==> src/logic/program.hex <==
// One 32-bit instruction word per line, word address 0 first
00ff0040
01fe0141
02fd0242
03fc0343
04fb0444
05fa0545
06f90646
07f80747
08f70848
09f60949
0af50a4a
0bf40b4b
0cf30c4c
0df20d4d
0ef10e4e
0ff00f4f
10ef1050
11ee1151
12ed1252
13ec1353
14eb1454
15ea1555
16e91656
17e81757
18e71858
19e61959
1ae51a5a
1be41b5b
1ce31c5c
1de21d5d
1ee11e5e
1fe01f5f
20df2060
21de2161
22dd2262
23dc2363
24db2464
25da2565
26d92666
27d82767
28d72868
29d62969
2ad52a6a
2bd42b6b
2cd32c6c
2dd22d6d
2ed12e6e
2fd02f6f
30cf3070
31ce3171
32cd3272
33cc3373
34cb3474
35ca3575
36c93676
37c83777
38c73878
39c63979
3ac53a7a
3bc43b7b
3cc33c7c
3dc23d7d
3ec13e7e
3fc03f7f

==> src/logic/icache_pkg.sv <==
package icache_pkg;

    localparam int INDEX_BITS = 4;
    localparam int TAG_BITS   = 26;
    localparam int LINES      = 1 << INDEX_BITS;

    typedef struct packed {
        logic [TAG_BITS-1:0]   tag;
        logic [INDEX_BITS-1:0] index;
        logic [1:0]            offset;
    } addr_fields_t;

    // Same address word, byte view or cache lookup view
    typedef union packed {
        logic [31:0]  raw;
        addr_fields_t f;
    } icache_addr_u;

    typedef struct packed {
        logic         valid;
        icache_addr_u addr;
    } fetch_req_t;

    typedef struct packed {
        logic        valid;
        logic [31:0] data;
    } fetch_rsp_t;

    typedef struct packed {
        logic         cyc;
        logic         stb;
        icache_addr_u adr;
    } wb_req_t;

    typedef struct packed {
        logic        ack;
        logic [31:0] dat;
    } wb_rsp_t;

    typedef struct packed {
        logic [31:0] pc;
        logic [31:0] data;
    } inst_out_t;

endpackage

==> src/logic/fetch_unit.sv <==
`timescale 1ns/1ps

module fetch_unit
    import icache_pkg::*;
#(
    parameter logic [31:0] RESET_PC = 32'h0000_0000
)
(
    input  logic        clk,
    input  logic        rst,
    input  logic        redirect_valid,
    input  logic [31:0] redirect_pc,
    input  logic        inst_ready,
    output logic        inst_valid,
    output inst_out_t   inst,
    output fetch_req_t  req,
    input  fetch_rsp_t  rsp
);

    icache_addr_u pc;
    icache_addr_u req_addr;
    logic         req_active;
    logic         stale;
    logic         launch;
    logic         take;

    // Only with room in the output register
    assign launch = !req_active && !redirect_valid && (!inst_valid || inst_ready);
    assign take   = rsp.valid && !stale && !redirect_valid;

    assign req.valid = req_active || launch;
    assign req.addr  = req_active ? req_addr : pc;   // Held steady until rsp

    always_ff @(posedge clk)
    begin
        if (rst)
        begin
            pc.raw     <= RESET_PC;
            req_active <= 1'b0;
            stale      <= 1'b0;
            inst_valid <= 1'b0;
        end
        else
        begin
            if (launch)
                req_active <= 1'b1;
            else if (rsp.valid)
                req_active <= 1'b0;

            if (redirect_valid)
                stale <= req_active && !rsp.valid;   // Late answer gets dropped
            else if (rsp.valid)
                stale <= 1'b0;

            if (redirect_valid)
                pc.raw <= redirect_pc;
            else if (take)
                pc.raw <= pc.raw + 32'd4;

            if (redirect_valid)
                inst_valid <= 1'b0;
            else if (take)
                inst_valid <= 1'b1;
            else if (inst_ready)
                inst_valid <= 1'b0;
        end
    end

    always_ff @(posedge clk)
    begin
        if (launch)
            req_addr <= pc;
        if (take)
            inst <= '{pc: pc.raw, data: rsp.data};
    end

endmodule

==> src/logic/icache.sv <==
`timescale 1ns/1ps

module icache
    import icache_pkg::*;
(
    input  logic       clk,
    input  logic       rst,
    input  fetch_req_t req,
    output fetch_rsp_t rsp,
    output wb_req_t    wb_req,
    input  wb_rsp_t    wb_rsp
);

    typedef enum logic [1:0] {
        IDLE,
        LOOKUP,
        REFILL
    } state_t;

    state_t              state;
    icache_addr_u        lk_addr;
    logic [LINES-1:0]    line_valid;
    logic [TAG_BITS-1:0] tag_mem [LINES];
    logic [31:0]         data_mem [LINES];

    logic                rsp_valid;
    logic [31:0]         rsp_data;
    logic                wb_busy;
    icache_addr_u        wb_adr;

    logic                accept;
    logic                hit;
    logic                fill;

    // Requester still holds valid while the answer is out
    assign accept = (state == IDLE) && req.valid && !rsp_valid;
    assign hit    = line_valid[lk_addr.f.index] &&
                    (tag_mem[lk_addr.f.index] == lk_addr.f.tag);
    assign fill   = (state == REFILL) && wb_rsp.ack;

    assign rsp.valid  = rsp_valid;
    assign rsp.data   = rsp_data;
    assign wb_req.cyc = wb_busy;
    assign wb_req.stb = wb_busy;
    assign wb_req.adr = wb_adr;

    always_ff @(posedge clk)
    begin
        if (rst)
        begin
            state      <= IDLE;
            line_valid <= '0;
            rsp_valid  <= 1'b0;
            wb_busy    <= 1'b0;
        end
        else
        begin
            rsp_valid <= 1'b0;   // One-cycle pulse
            case (state)
                IDLE:
                begin
                    if (accept)
                        state <= LOOKUP;
                end
                LOOKUP:
                begin
                    if (hit)
                    begin
                        rsp_valid <= 1'b1;
                        state     <= IDLE;
                    end
                    else
                    begin
                        wb_busy <= 1'b1;
                        state   <= REFILL;
                    end
                end
                REFILL:
                begin
                    if (wb_rsp.ack)
                    begin
                        wb_busy                     <= 1'b0;
                        line_valid[lk_addr.f.index] <= 1'b1;
                        rsp_valid                   <= 1'b1;
                        state                       <= IDLE;
                    end
                end
                default:
                    state <= IDLE;
            endcase
        end
    end

    always_ff @(posedge clk)
    begin
        if (accept)
            lk_addr <= req.addr;

        if (state == LOOKUP && !hit)
            wb_adr.raw <= {lk_addr.raw[31:2], 2'b00};   // Word aligned read

        if (state == LOOKUP && hit)
            rsp_data <= data_mem[lk_addr.f.index];
        else if (fill)
            rsp_data <= wb_rsp.dat;

        if (fill)
        begin
            tag_mem[lk_addr.f.index]  <= lk_addr.f.tag;
            data_mem[lk_addr.f.index] <= wb_rsp.dat;
        end
    end

endmodule

==> src/logic/icache_top.sv <==
`timescale 1ns/1ps

module icache_top
    import icache_pkg::*;
#(
    parameter int          ROM_DEPTH = 64,
    parameter logic [31:0] RESET_PC  = 32'h0000_0000
)
(
    input  logic        clk,
    input  logic        rst,
    input  logic        redirect_valid,
    input  logic [31:0] redirect_pc,
    input  logic        inst_ready,
    output logic        inst_valid,
    output inst_out_t   inst
);

    fetch_req_t fetch_req;
    fetch_rsp_t fetch_rsp;
    wb_req_t    wb_req;
    wb_rsp_t    wb_rsp;

    fetch_unit #(
        .RESET_PC(RESET_PC)
    ) u_fetch (
        .clk           (clk),
        .rst           (rst),
        .redirect_valid(redirect_valid),
        .redirect_pc   (redirect_pc),
        .inst_ready    (inst_ready),
        .inst_valid    (inst_valid),
        .inst          (inst),
        .req           (fetch_req),
        .rsp           (fetch_rsp)
    );

    icache u_cache (
        .clk   (clk),
        .rst   (rst),
        .req   (fetch_req),
        .rsp   (fetch_rsp),
        .wb_req(wb_req),
        .wb_rsp(wb_rsp)
    );

    inst_rom #(
        .ROM_DEPTH(ROM_DEPTH)
    ) u_rom (
        .clk   (clk),
        .rst   (rst),
        .wb_req(wb_req),
        .wb_rsp(wb_rsp)
    );

endmodule

==> src/logic/inst_rom.sv <==
`timescale 1ns/1ps

module inst_rom
    import icache_pkg::*;
#(
    parameter int ROM_DEPTH = 64
)
(
    input  logic    clk,
    input  logic    rst,
    input  wb_req_t wb_req,
    output wb_rsp_t wb_rsp
);

    logic [31:0] mem [ROM_DEPTH];
    logic [31:0] word_addr;
    logic        ack;
    logic [31:0] dat;

    initial
    begin
        $readmemh("/design/src/logic/program.hex", mem);
    end

    // Image repeats across the address space
    assign word_addr = {2'b00, wb_req.adr.raw[31:2]} % ROM_DEPTH;

    assign wb_rsp.ack = ack;
    assign wb_rsp.dat = dat;

    always_ff @(posedge clk)
    begin
        if (rst)
            ack <= 1'b0;
        else
            ack <= wb_req.cyc && wb_req.stb && !ack;   // One wait state, one-cycle ack
    end

    always_ff @(posedge clk)
    begin
        if (wb_req.cyc && wb_req.stb && !ack)
            dat <= mem[word_addr];
    end

endmodule

==> config.mk <==
export PLATFORM = sky130hd
export DESIGN_NAME = icache_top
export DESIGN_NICKNAME = d
export VERILOG_FILES = /design/src/logic/icache_pkg.sv /design/src/logic/fetch_unit.sv /design/src/logic/icache.sv /design/src/logic/icache_top.sv /design/src/logic/inst_rom.sv
export SDC_FILE = /design/constraint.sdc
export NUM_CORES = 1
export LEC_CHECK = 0
export BUFFER_PORTS_ARGS = -buffer_cell sky130_fd_sc_hd__buf_2
export CAP_MARGIN = 40
export CORE_MARGIN = 5
export CORE_UTILIZATION = 53
export CTS_CLUSTER_DIAMETER = 80
export DETAILED_ROUTE_END_ITERATION = 10
export PLACE_DENSITY = 0.75
export SLEW_MARGIN = 20
export SYNTH_ARGS = -nofsm -noshare
export SYNTH_HDL_FRONTEND = slang
export SYNTH_SLANG_ARGS = --single-unit
export TNS_END_PERCENT = 20
==> constraint.sdc <==
create_clock -name clk -period 6.6 [get_ports clk]
set_clock_uncertainty 0.05 [all_clocks]
set_input_delay 0.33 -clock clk [delete_from_list [all_inputs] [get_ports clk]]
set_output_delay 0.33 -clock clk [all_outputs]
set_load 0.02 [all_outputs]
==> key figures, run 1 <==
Outcome
  – Status: completed

STA
  – Worst slew pin tran: 0.8014 ns
  – Fin crit share: 58.28%
  – Count of final setup violators: 0
  – Max-slew violations: 0
  – RSZ-0062 raised after global routing: false
  – Fmax: 260.0 MHz
  – Crit path time final: 3.846 ns
  – Final hold vios: 0
  – Relative slew slack: 46.57%
  – Total negative slack: 0 ns

Worst setup path
  – CP Max Fanout: 31
  – CP Data Required Time: 7.02 ns
  – Reg2Reg Depth: 9
  – Setup CP Type: reg2reg
  – Reg2reg setup slack: 2.75 ns
  – CP Capture Type: flip-flop
  – Worst r2r dst: u_cache.wb_busy
  – CP arrival: 4.27 ns
  – Worst Setup Start Kind: flip-flop

Synth
  – Ys flop type: edfxtp_1
  – Unique masters post-synth: 55
  – Yosys warning count: 0
  – Synthesized area: 22,660 sq um
  – Share of the synthesized area in the top cell type: 67.32%
  – Number of flops mapped to enable cells by yosys: 508
  – Synth top area cells: edfxtp_1 (67%), mux4_2 (9.5%), dfxtp_1 (5.3%)
  – Seq cells post-synth: about 570
  – Sequential element share of the synthesized area: 72.62%
  – Mapped Cells: between 1k and 1.5k
  – Avg Synthesized Cell Area: approximately 18 sq um
  – Largest area contributor in the netlist: edfxtp_1
  – Asr flop ratio synth: 0%

Floorplan
  – Initial Util: 53.78%
  – Overall die height: 216.8 um
  – Die Width: 216.8 um
  – CORE AREA: 42,130 sq um
  – Die area: 46,990 sq um
  – IO Pins: 101
  – Core Rows: 75

Clocking
  – H-tree lvl count: 2
  – Clk sinks: 568
  – CTS tree: built
  – Buffer count from post-CTS setup fixing: 0
  – Root buf cell: clkbuf_16
  – Hold-fix buffers, CTS: 31
  – TritonCTS Buffers: 54
  – Max clock buf depth: 3
  – Clock Latency Late Sink: 0.59 ns
  – Reg clk slew, reported paths: 0.06 ns
  – PostCTS Resize Cnt: 0

Global routing
  – Grt total ovfl: 0
  – First-pass GRT wire length: 74.55 mm
  – Largest net degree at the start of global routing: 82
  – GR Util met2: 33.94%
  – Vias in the first global route: 12.10k
  – Initial antenna violation count: 1
  – Overall global routing resource usage: roughly a fifth
  – GRT met1 Usage: around 30%
  – Met3 Use GR: 4.141%
  – Grt peak-use layer: met2

Routing
  – Post-Route WL: 48.87 mm
  – Router iterations before antenna repair: 5
  – Post-route DRC violation count: 0
  – Post-route ant nets: 0
  – Vias: 11.74k
  – DR iter-0 viols: 1,330
  – Routed WL per cell: 24.88 um
  – Vias per cell: 5.979

Power and ir drop
  – Total power: 8.394 mW
  – Internal power: 6.327 mW
  – Maximum VDD drop: 0.0002051 V
  – PwrDens: 326.9 nW/um^2
  – Clock network power share: 34.7%
  – Flop pwr share: 51.7%
  – Static Leak: approximately 8.5 nW
  – Comb pwr share: 13.6%
  – Sw Pwr: 2.067 mW
  – Sw frac: between 20% and 30%

Layout
  – Most common cell after layout, fill and taps aside: edfxtp_1
  – P&R area growth vs syn: 13.31%
  – Share of layout cells above drive strength 1: ~24%
  – Filler Cell Count: 2,933
  – Final Non-Filler Cells: 1,964
  – Final nets: 1,421
  – Antenna cells: 0
  – Most frequent cells in the layout: edfxtp_1 (508), nor2_1 (96), mux4_2 (96), mux2i_1 (69), buf_2 (68)

Worst hold path
  – Min-Delay Endpoint: u_fetch.inst_valid
  – Worst Min Path Start: inst_ready
  – Worst Hold Depth: 4
  – Hold Path Class: in2reg

Flow run
  – Max-Cap Viols: 0

Placement
  – Post-Place Cells: ~1.8k
  – Post-detail-place hpwl: 27.72 mm
  – GP Congestion: 0.7930
  – Buffers on Ports: just under 70
power groups by stage:
stage          combinational (mW)  clock [mW]  sequential [mW]
6_report                     1.14        2.91             4.34
5_1_grt                      1.22        3.11             4.36
4_1_cts                      1.14        2.96             4.34
3_5_place_dp                 1.12           0             4.42
3_3_place_gp                 1.05           0             4.45
2_1_floorplan               0.946           0             4.29
metal layers:
layer  up-vias  share of wire [%]
li1       5090                  -
met3        73                8.3
met1      6046                 41
met4         0                1.9
met5         -                  0
met2       534                 49
cells in the mapped netlist, drive strengths merged (12+ instances only):
| cell | number |
|---|---|
| edfxtp | 508 |
| nor2 | 108 |
| mux4 | 96 |
| mux2i | 69 |
| buf | 67 |
| dfxtp | 60 |
| mux2 | 43 |
| xor2 | 39 |
| xnor2 | 36 |
| a21oi | 33 |
| nand2 | 26 |
| clkbuf | 21 |
| nand3 | 14 |
| nor3 | 13 |
| nand4 | 12 |
worst max-delay path, stage by stage, from the launching register on:
cell,delay (ns)
dfxtp_4,0.62
buf_12,0.29
buf_4,0.36
mux4_2,0.55
mux2_2,0.28
a2111oi_0,0.63
nand4_1,0.23
nor4_2,0.36
nand3_1,0.16
o2bb2ai_1,0.15
layout make-up:
type | count | area, sq um | share of cell area [%]
Sequential cell | 568 | 16470 | 64.13
Clock buffer | 83 | 1594 | 6.208
Multi-Input combinational cell | 616 | 5863 | 22.83
Tap cell | 539 | 674.4 | 2.626
Inverter | 8 | 30.03 | 0.1169
Clock inverter | 17 | 78.83 | 0.3070
Timing Repair Buffer | 133 | 970.9 | 3.781
how the worst max path moves through the flow:
stage / from / to / slack (ns)
floorplan: u_fetch.req_active / flip-flop / 0.46
global route: flip-flop / u_cache.state[1] / 2.56
finish: flip-flop / u_cache.wb_busy / 2.75
global placement: flip-flop / u_cache.state[1] / 2.64
CTS: flip-flop / u_cache.state[1] / 2.75
detailed placement: flip-flop / u_cache.state[1] / 2.78
sequential cells by signal (all words and copies together) (netlist names), 2 cells and up, named ones only:
| name | flops |
|---|---|
| u_fetch.pc | 32 |
| u_fetch.inst | 32 |
| u_cache.tag_mem | 416 |
| u_cache.line_valid | 16 |
| u_cache.state | 2 |
| u_fetch.req_addr | 30 |
| u_cache.lk_addr | 30 |
cell families after synthesis:
family	synth area share, %
flops	72.62
simple gates	4.655
mux	14.73
buf+inv	2.573
compound gates	2.291
xor+xnor	2.899
fa+ha+maj	0.2209
other cells	0.01655
through the flow:
stage	instance area (sq um)	worst slack (ns)	utilization (%)	hold slack, ns
floorplan	22780	0.4622	-	0.3576
global placement	23610	2.637	56.04	0.3638
detailed placement	23680	2.777	56.20	0.3694
CTS	25660	2.748	60.91	0.005459
global route	25680	2.561	60.94	0.03240
finish	25680	2.754	60.94	0.03778
Note: power is estimated with default switching activity, not from simulation.
==> inputs of run 2 (changes only) <==
==> constraint.sdc (replaced) <==
create_clock -name clk -period 3.5 [get_ports clk]
set_clock_uncertainty 0.05 [all_clocks]
set_input_delay 0.175 -clock clk [delete_from_list [all_inputs] [get_ports clk]]
set_output_delay 0.175 -clock clk [all_outputs]
set_load 0.02 [all_outputs]
==> run 2 against run 1 <==
Effect of this change: global-route usage is 0.61 points higher; flip-flop and latch count stayed put; sequential power is 88% higher; largest cell class unchanged; non-clock buffer count is 33 higher; core utilization is 1.1 points higher; via count is 1.7% higher; largest power group unchanged; critical path depth is 2 higher.
==> key figures, run 2 (synthesized netlist as in run 1, its figures left out) <==
Clocking
  – TritonCTS Buffers: 54 (unchanged)
  – Clock Latency Late Sink: 0.59 ns (about the same)
  – Root buf cell: clkbuf_16
  – CTS tree: built
  – Max clock buf depth: 3 (unchanged)
  – Clk sinks: 568 (unchanged)
  – H-tree lvl count: 2 (unchanged)
  – Reg clk slew, reported paths: 0.06 ns (about the same)

Routing
  – Post-route DRC violation count: 0 (unchanged)
  – Vias per cell: 5.987 (+0.13%)
  – Routed WL per cell: 25.21 um (+1.3%)
  – Router iterations before antenna repair: 5 (unchanged)
  – Vias: 11.94k (+1.7%)
  – Post-Route WL: 50.29 mm (+2.9%)
  – Post-route ant nets: 0 (unchanged)
  – DR iter-0 viols: 1,076 (-19%)

Global routing
  – Overall global routing resource usage: 21.51% (+0.61 points)
  – Initial antenna violation count: 0 (-1)
  – Largest net degree at the start of global routing: 57 (-30%)
  – Vias in the first global route: 12.32k (+1.8%)
  – Grt total ovfl: 0 (unchanged)
  – First-pass GRT wire length: 76.01 mm (+2.0%)

Placement
  – Post-detail-place hpwl: 28.15 mm (+1.5%)
  – Buffers on Ports: 68 (unchanged)
  – GP Congestion: 0.7614 (-4.0%)

Floorplan
  – Initial Util: 53.78% (unchanged)
  – Core Rows: 75 (unchanged)
  – IO Pins: 101 (unchanged)
  – Overall die height: 216.8 um (unchanged)
  – Die Width: 216.8 um (unchanged)
  – Die area: 46,990 sq um (unchanged)
  – CORE AREA: 42,130 sq um (unchanged)

Worst setup path
  – Setup CP Type: reg2reg
  – CP Max Fanout: 18 (-42%)
  – Critical Path Max Stage Delay: 0.66 ns (+0.03 ns)
  – Most frequent CP cell: buf_4
  – CP Data Required Time: 3.92 ns (-3.10 ns)
  – CP max stage cell: dfxtp_4
  – Critical path, cell by cell: buf_12 > mux2i_1 > a22oi_1 > and4b_1 > a2111oi_0 > buf_4 > nand4_1 > nor4_2 > buf_4 > nand3_1 > o2bb2ai_1
  – Reg2Reg Depth: 11 (+2)
  – Worst Setup Start Kind: flip-flop
  – CP Capture Type: flip-flop
  – CP arrival: 3.73 ns (-0.54 ns)

Worst hold path
  – Worst Min Path Start: redirect_valid
  – Worst Hold Depth: 3 (-1)
  – Hold Path Class: in2reg

Power and ir drop
  – PwrDens: 625.0 nW/um^2 (+91%)
  – Sw frac: 24.52% (-0.11 points)
  – Clock network power share: 35.5% (+0.8 points)
  – Flop pwr share: 50.0% (-1.7 points)
  – Static Leak: 8.771 nW (+2.7%)
  – Sw Pwr: 4.007 mW (+94%)
  – Maximum VDD drop: 0.0004886 V (+140%)
  – Comb pwr share: 14.4% (+0.8 points)
  – Internal power: 12.34 mW (+95%)

STA
  – Crit path time final: 3.311 ns (-0.5350 ns)
  – Fmax: 302.0 MHz (+16%)
  – RSZ-0062 raised after global routing: false
  – Count of final setup violators: 0 (unchanged)
  – Fin crit share: 94.61% (+36 points)
  – Max-slew violations: 0 (unchanged)
  – Final hold vios: 0 (unchanged)
  – Relative slew slack: 43.37% (-3.2 points)
  – Total negative slack: 0 ns (unchanged)
  – Worst slew pin tran: 0.8281 ns (+0.02666 ns)
  – Worst hold slack: 0.1902 ns (+0.1524 ns)

Outcome
  – Status: completed

Layout
  – Antenna cells: 0 (unchanged)
  – Top flop regs: u_cache.tag_mem: 416 flops, u_fetch.inst: 32 flops, u_fetch.pc: 32 flops
  – Most frequent cells in the layout: edfxtp_1 (508), nor2_1 (96), mux4_2 (96), mux2i_1 (69), buf_2 (68)
  – P&R area growth vs syn: 15.38%
  – Combined area of the multi-input logic cells: 5876 sq um (+0.21%)
  – FF+latch area: 16,470 sq um (about the same)
  – Filler Cell Count: 2,832 (-3.4%)
  – Reg with most FFs: u_cache.tag_mem
  – Share of layout cells above drive strength 1: 25.62% (+1.3 points)
  – Most common cell after layout, fill and taps aside: edfxtp_1
  – Number of flip-flops in the largest register: 416 (unchanged)
  – Final nets: 1,454 (+2.3%)

Flow run
  – Max-Cap Viols: 0 (unchanged)
## run 2: stage by stage
step	instances	total power [mW]	setup WS [ns]	area, sq um	util [%]
3_3_place_gp	1854	10.52	0.05715	23920	56.78
5_1_grt	1995	16.96	0.1313	26150	62.05
3_5_place_dp	1855	10.58	0.02467	23940	56.83
4_1_cts	1995	16.44	0.03733	26140	62.05
2_1_floorplan	1280	9.874	0.09237	22800	-
6_report	1995	16.34	0.1886	26150	62.05
## run 2: final cells by class
cell class                      count  area share (%)
Multi-Input combinational cell    616           22.47
Clock inverter                     29           1.120
Sequential cell                   568           62.99
Inverter                            8          0.1148
Timing Repair Buffer              166           5.101
Clock buffer                       69           5.628
Tap cell                          539           2.579
## run 2: timing repair
| action | 4_1_cts | 5_1_grt |
|---|---|---|
| endpoints found under the hold margin | 46 | 0 |
| setup endpoints to repair | 1 | 3 |
| hold buffers | 38 | 0 |
| setup buffers | 4 | 0 |
| resized for setup | 0 | 1 |
## run 2: power groups by stage
stage | logic [mW] | clock network (mW) | registers [mW]
2_1_floorplan | 1.79 | 0 | 8.09
3_3_place_gp | 2.19 | 0 | 8.33
5_1_grt | 2.54 | 6.21 | 8.22
3_5_place_dp | 2.23 | 0 | 8.36
4_1_cts | 2.37 | 5.90 | 8.17
6_report | 2.36 | 5.81 | 8.18
## run 2: critical path: cells and delay by family (launching register included)
family,cells,cell delay (ns)
AOI/OAI and AO/OA,3,0.81
and+or+nand+nor,4,0.78
muxes,1,0.24
buffers and inverters,3,0.66
DFF,1,0.66
## run 2: metal layers
metal / GRT usage, % / vias to the layer above / part of all wire, %
li1: - / 5164 / -
met3: 4.016 / 101 / 9.3
met4: 6.212 / 0 / 2.8
met2: 34.94 / 620 / 49
met5: 0 / - / 0
met1: 30.38 / 6059 / 39
## run 2: worst paths after layout
path                    endpoint  slack [ns]
min          u_fetch.req_addr[5]        0.19
max reg2reg      u_cache.wb_busy        0.19
min reg2reg     u_fetch.inst[33]        0.41
max              u_cache.wb_busy        0.19
==> inputs of run 3 (changes only) <==
--- a/config.mk
+++ b/config.mk
@@ -9,6 +9,7 @@
 export CAP_MARGIN = 40
 export CORE_MARGIN = 5
 export CORE_UTILIZATION = 53
+export CTS_BUF_LIST = sky130_fd_sc_hd__clkbuf_16
 export CTS_CLUSTER_DIAMETER = 80
 export DETAILED_ROUTE_END_ITERATION = 10
 export PLACE_DENSITY = 0.75
==> run 3 against run 2 <==
Effect of this change: final cell count stayed put; critical path type unchanged; register-to-register slack hardly changed; largest cell class unchanged; critical path depth stayed put.
==> key figures, run 3 (synthesized netlist as in run 1, its figures left out) <==
Global routing
  – Grt total ovfl: 0 (unchanged)
  – Vias in the first global route: 12.32k (-0.0081%)
  – First-pass GRT wire length: 76.00 mm (about the same)
  – Largest net degree at the start of global routing: 57 (unchanged)
  – Initial antenna violation count: 0 (unchanged)
  – Overall global routing resource usage: 21.51% (unchanged)

Power and ir drop
  – Comb pwr share: 14.5% (about the same)
  – PwrDens: 623.6 nW/um^2 (-0.23%)
  – Maximum VDD drop: 0.0004839 V (-0.95%)
  – Total power: 16.31 mW (-0.23%)
  – Static Leak: 8.821 nW (+0.57%)
  – Internal power: 12.30 mW (-0.29%)
  – Flop pwr share: 50.2% (+0.2 points)
  – Clock network power share: 35.4% (about the same)
  – Sw frac: 24.56% (+0.042 points)
  – Sw Pwr: 4.005 mW (about the same)

Floorplan
  – Initial Util: 53.78% (unchanged)
  – Die area: 46,990 sq um (unchanged)
  – Core Rows: 75 (unchanged)
  – CORE AREA: 42,130 sq um (unchanged)
  – Overall die height: 216.8 um (unchanged)
  – IO Pins: 101 (unchanged)
  – Die Width: 216.8 um (unchanged)

Routing
  – Vias per cell: 5.974 (-0.22%)
  – Post-route ant nets: 0 (unchanged)
  – Vias: 11.92k (-0.22%)
  – Routed WL per cell: 25.17 um (-0.16%)
  – DR iter-0 viols: 1,055 (-2.0%)
  – Post-route DRC violation count: 0 (unchanged)
  – Router iterations before antenna repair: 5 (unchanged)
  – Post-Route WL: 50.21 mm (-0.16%)

Worst setup path
  – CP arrival: 3.73 ns (about the same)
  – Setup CP Type: reg2reg
  – CP Capture Type: flip-flop
  – Critical path, cell by cell: buf_12 > mux2i_1 > a22oi_1 > and4b_1 > a2111oi_0 > buf_4 > nand4_1 > nor4_2 > buf_4 > nand3_1 > o2bb2ai_1
  – Most frequent CP cell: buf_4
  – CP Max Fanout: 18 (unchanged)
  – CP Data Required Time: 3.92 ns (about the same)
  – CP max stage cell: dfxtp_4
  – Crit path buffers/inverters: 3 (unchanged)
  – Worst Setup Start Kind: flip-flop
  – Critical Path Max Stage Delay: 0.66 ns (about the same)
  – Largest delay contributor family on the critical path: compound AO/OA/AOI/OAI gates

Clocking
  – Root buf cell: clkbuf_16
  – H-tree lvl count: 2 (unchanged)
  – Max clock buf depth: 3 (unchanged)
  – Reg clk slew, reported paths: 0.06 ns (about the same)
  – TritonCTS Buffers: 54 (unchanged)
  – Clk sinks: 568 (unchanged)
  – Clock Latency Late Sink: 0.59 ns (about the same)
  – CTS tree: built

STA
  – Total negative slack: 0 ns (unchanged)
  – Crit path time final: 3.305 ns (-0.006827 ns)
  – Count of final setup violators: 0 (unchanged)
  – RSZ-0062 raised after global routing: false
  – Final hold vios: 0 (unchanged)
  – Fmax: 302.6 MHz (+0.21%)
  – Max-slew violations: 0 (unchanged)
  – Relative slew slack: 43.12% (-0.25 points)
  – Worst hold slack: 0.1823 ns (-0.007842 ns)
  – Worst slew pin tran: 0.8317 ns (+0.003602 ns)
  – Fin crit share: 94.42% (-0.20 points)

Layout
  – Fin area: 26,150 sq um (unchanged)
  – Final nets: 1,454 (unchanged)
  – Top flop regs: u_cache.tag_mem: 416 flops, u_fetch.inst: 32 flops, u_fetch.pc: 32 flops
  – Reg with most FFs: u_cache.tag_mem
  – Number of flip-flops in the largest register: 416 (unchanged)
  – P&R area growth vs syn: 15.38% (unchanged)
  – Antenna cells: 0 (unchanged)
  – Most common cell after layout, fill and taps aside: edfxtp_1
  – Most frequent cells in the layout: edfxtp_1 (508), nor2_1 (96), mux4_2 (96), mux2i_1 (69), buf_2 (68)
  – Share of layout cells above drive strength 1: 25.62% (unchanged)
  – Filler Cell Count: 2,832 (unchanged)

Flow run
  – Max-Cap Viols: 0 (unchanged)

Placement
  – Post-detail-place hpwl: 28.15 mm (unchanged)
  – Buffers on Ports: 68 (unchanged)
  – Area of placed instances: 23,940 sq um (unchanged)
  – GP Congestion: 0.7614 (unchanged)

Outcome
  – Status: completed

Worst hold path
  – Hold Path Class: in2reg
## run 3: final timing paths
path / to / cells past startpoint / slack (ns) / startpoint
max: u_cache.wb_busy / 11 / 0.20 / flip-flop
min: u_fetch.req_addr[5] / 3 / 0.18 / redirect_valid
max reg2reg: u_cache.wb_busy / 11 / 0.20 / flip-flop
min reg2reg: u_fetch.inst[33] / 0 / 0.41 / u_fetch.pc[1]
## run 3: per-layer routing
metal	vias up	part of all wire, %	GRT usage [%]
met4	0	3.0	6.212
met1	6062	40	30.38
met3	108	8.7	4.016
li1	5170	-	-
met2	578	49	34.94
met5	-	0	0
## run 3: worst register-to-register path, delay by kind of cell, from the launching register on
family                 cells  cell delay, ns
AOI/OAI and AO/OA          3            0.80
and+or+nand+nor            4            0.77
DFF                        1            0.66
buffers and inverters      3            0.67
muxes                      1            0.24
## run 3: power by group through the flow
stage	clock [mW]	combinational [mW]	sequential [mW]
floorplan	0	1.79	8.09
global placement	0	2.19	8.33
detailed placement	0	2.23	8.36
CTS	5.86	2.37	8.17
global route	6.18	2.54	8.22
finish	5.77	2.36	8.18
## run 3: cell type report
type	instances	area (sq um)	area share (%)
multi-input combinational	616	5876	22.47
inverter	8	30.03	0.1148
clock buffer	57	1426	5.455
timing repair buffer	166	1334	5.101
sequential	568	16470	62.99
tap	539	674.4	2.579
clock inverter	41	337.8	1.292
## run 3: repair_timing
item | in CTS | in global routing
hold endpoints to repair | 46 | 0
resized for setup | 0 | 1
hold buffers | 38 | 0
endpoints found under the setup margin | 1 | 3
pin swaps | 0 | 0
buffers inserted | 4 | 0
## run 3: stage by stage
step	util (%)	cells	setup slack [ns]
2_1_floorplan	-	1280	0.09237
3_3_place_gp	56.78	1854	0.05715
3_5_place_dp	56.83	1855	0.02467
4_1_cts	62.05	1995	0.03733
5_1_grt	62.05	1995	0.1313
6_report	62.05	1995	0.1955
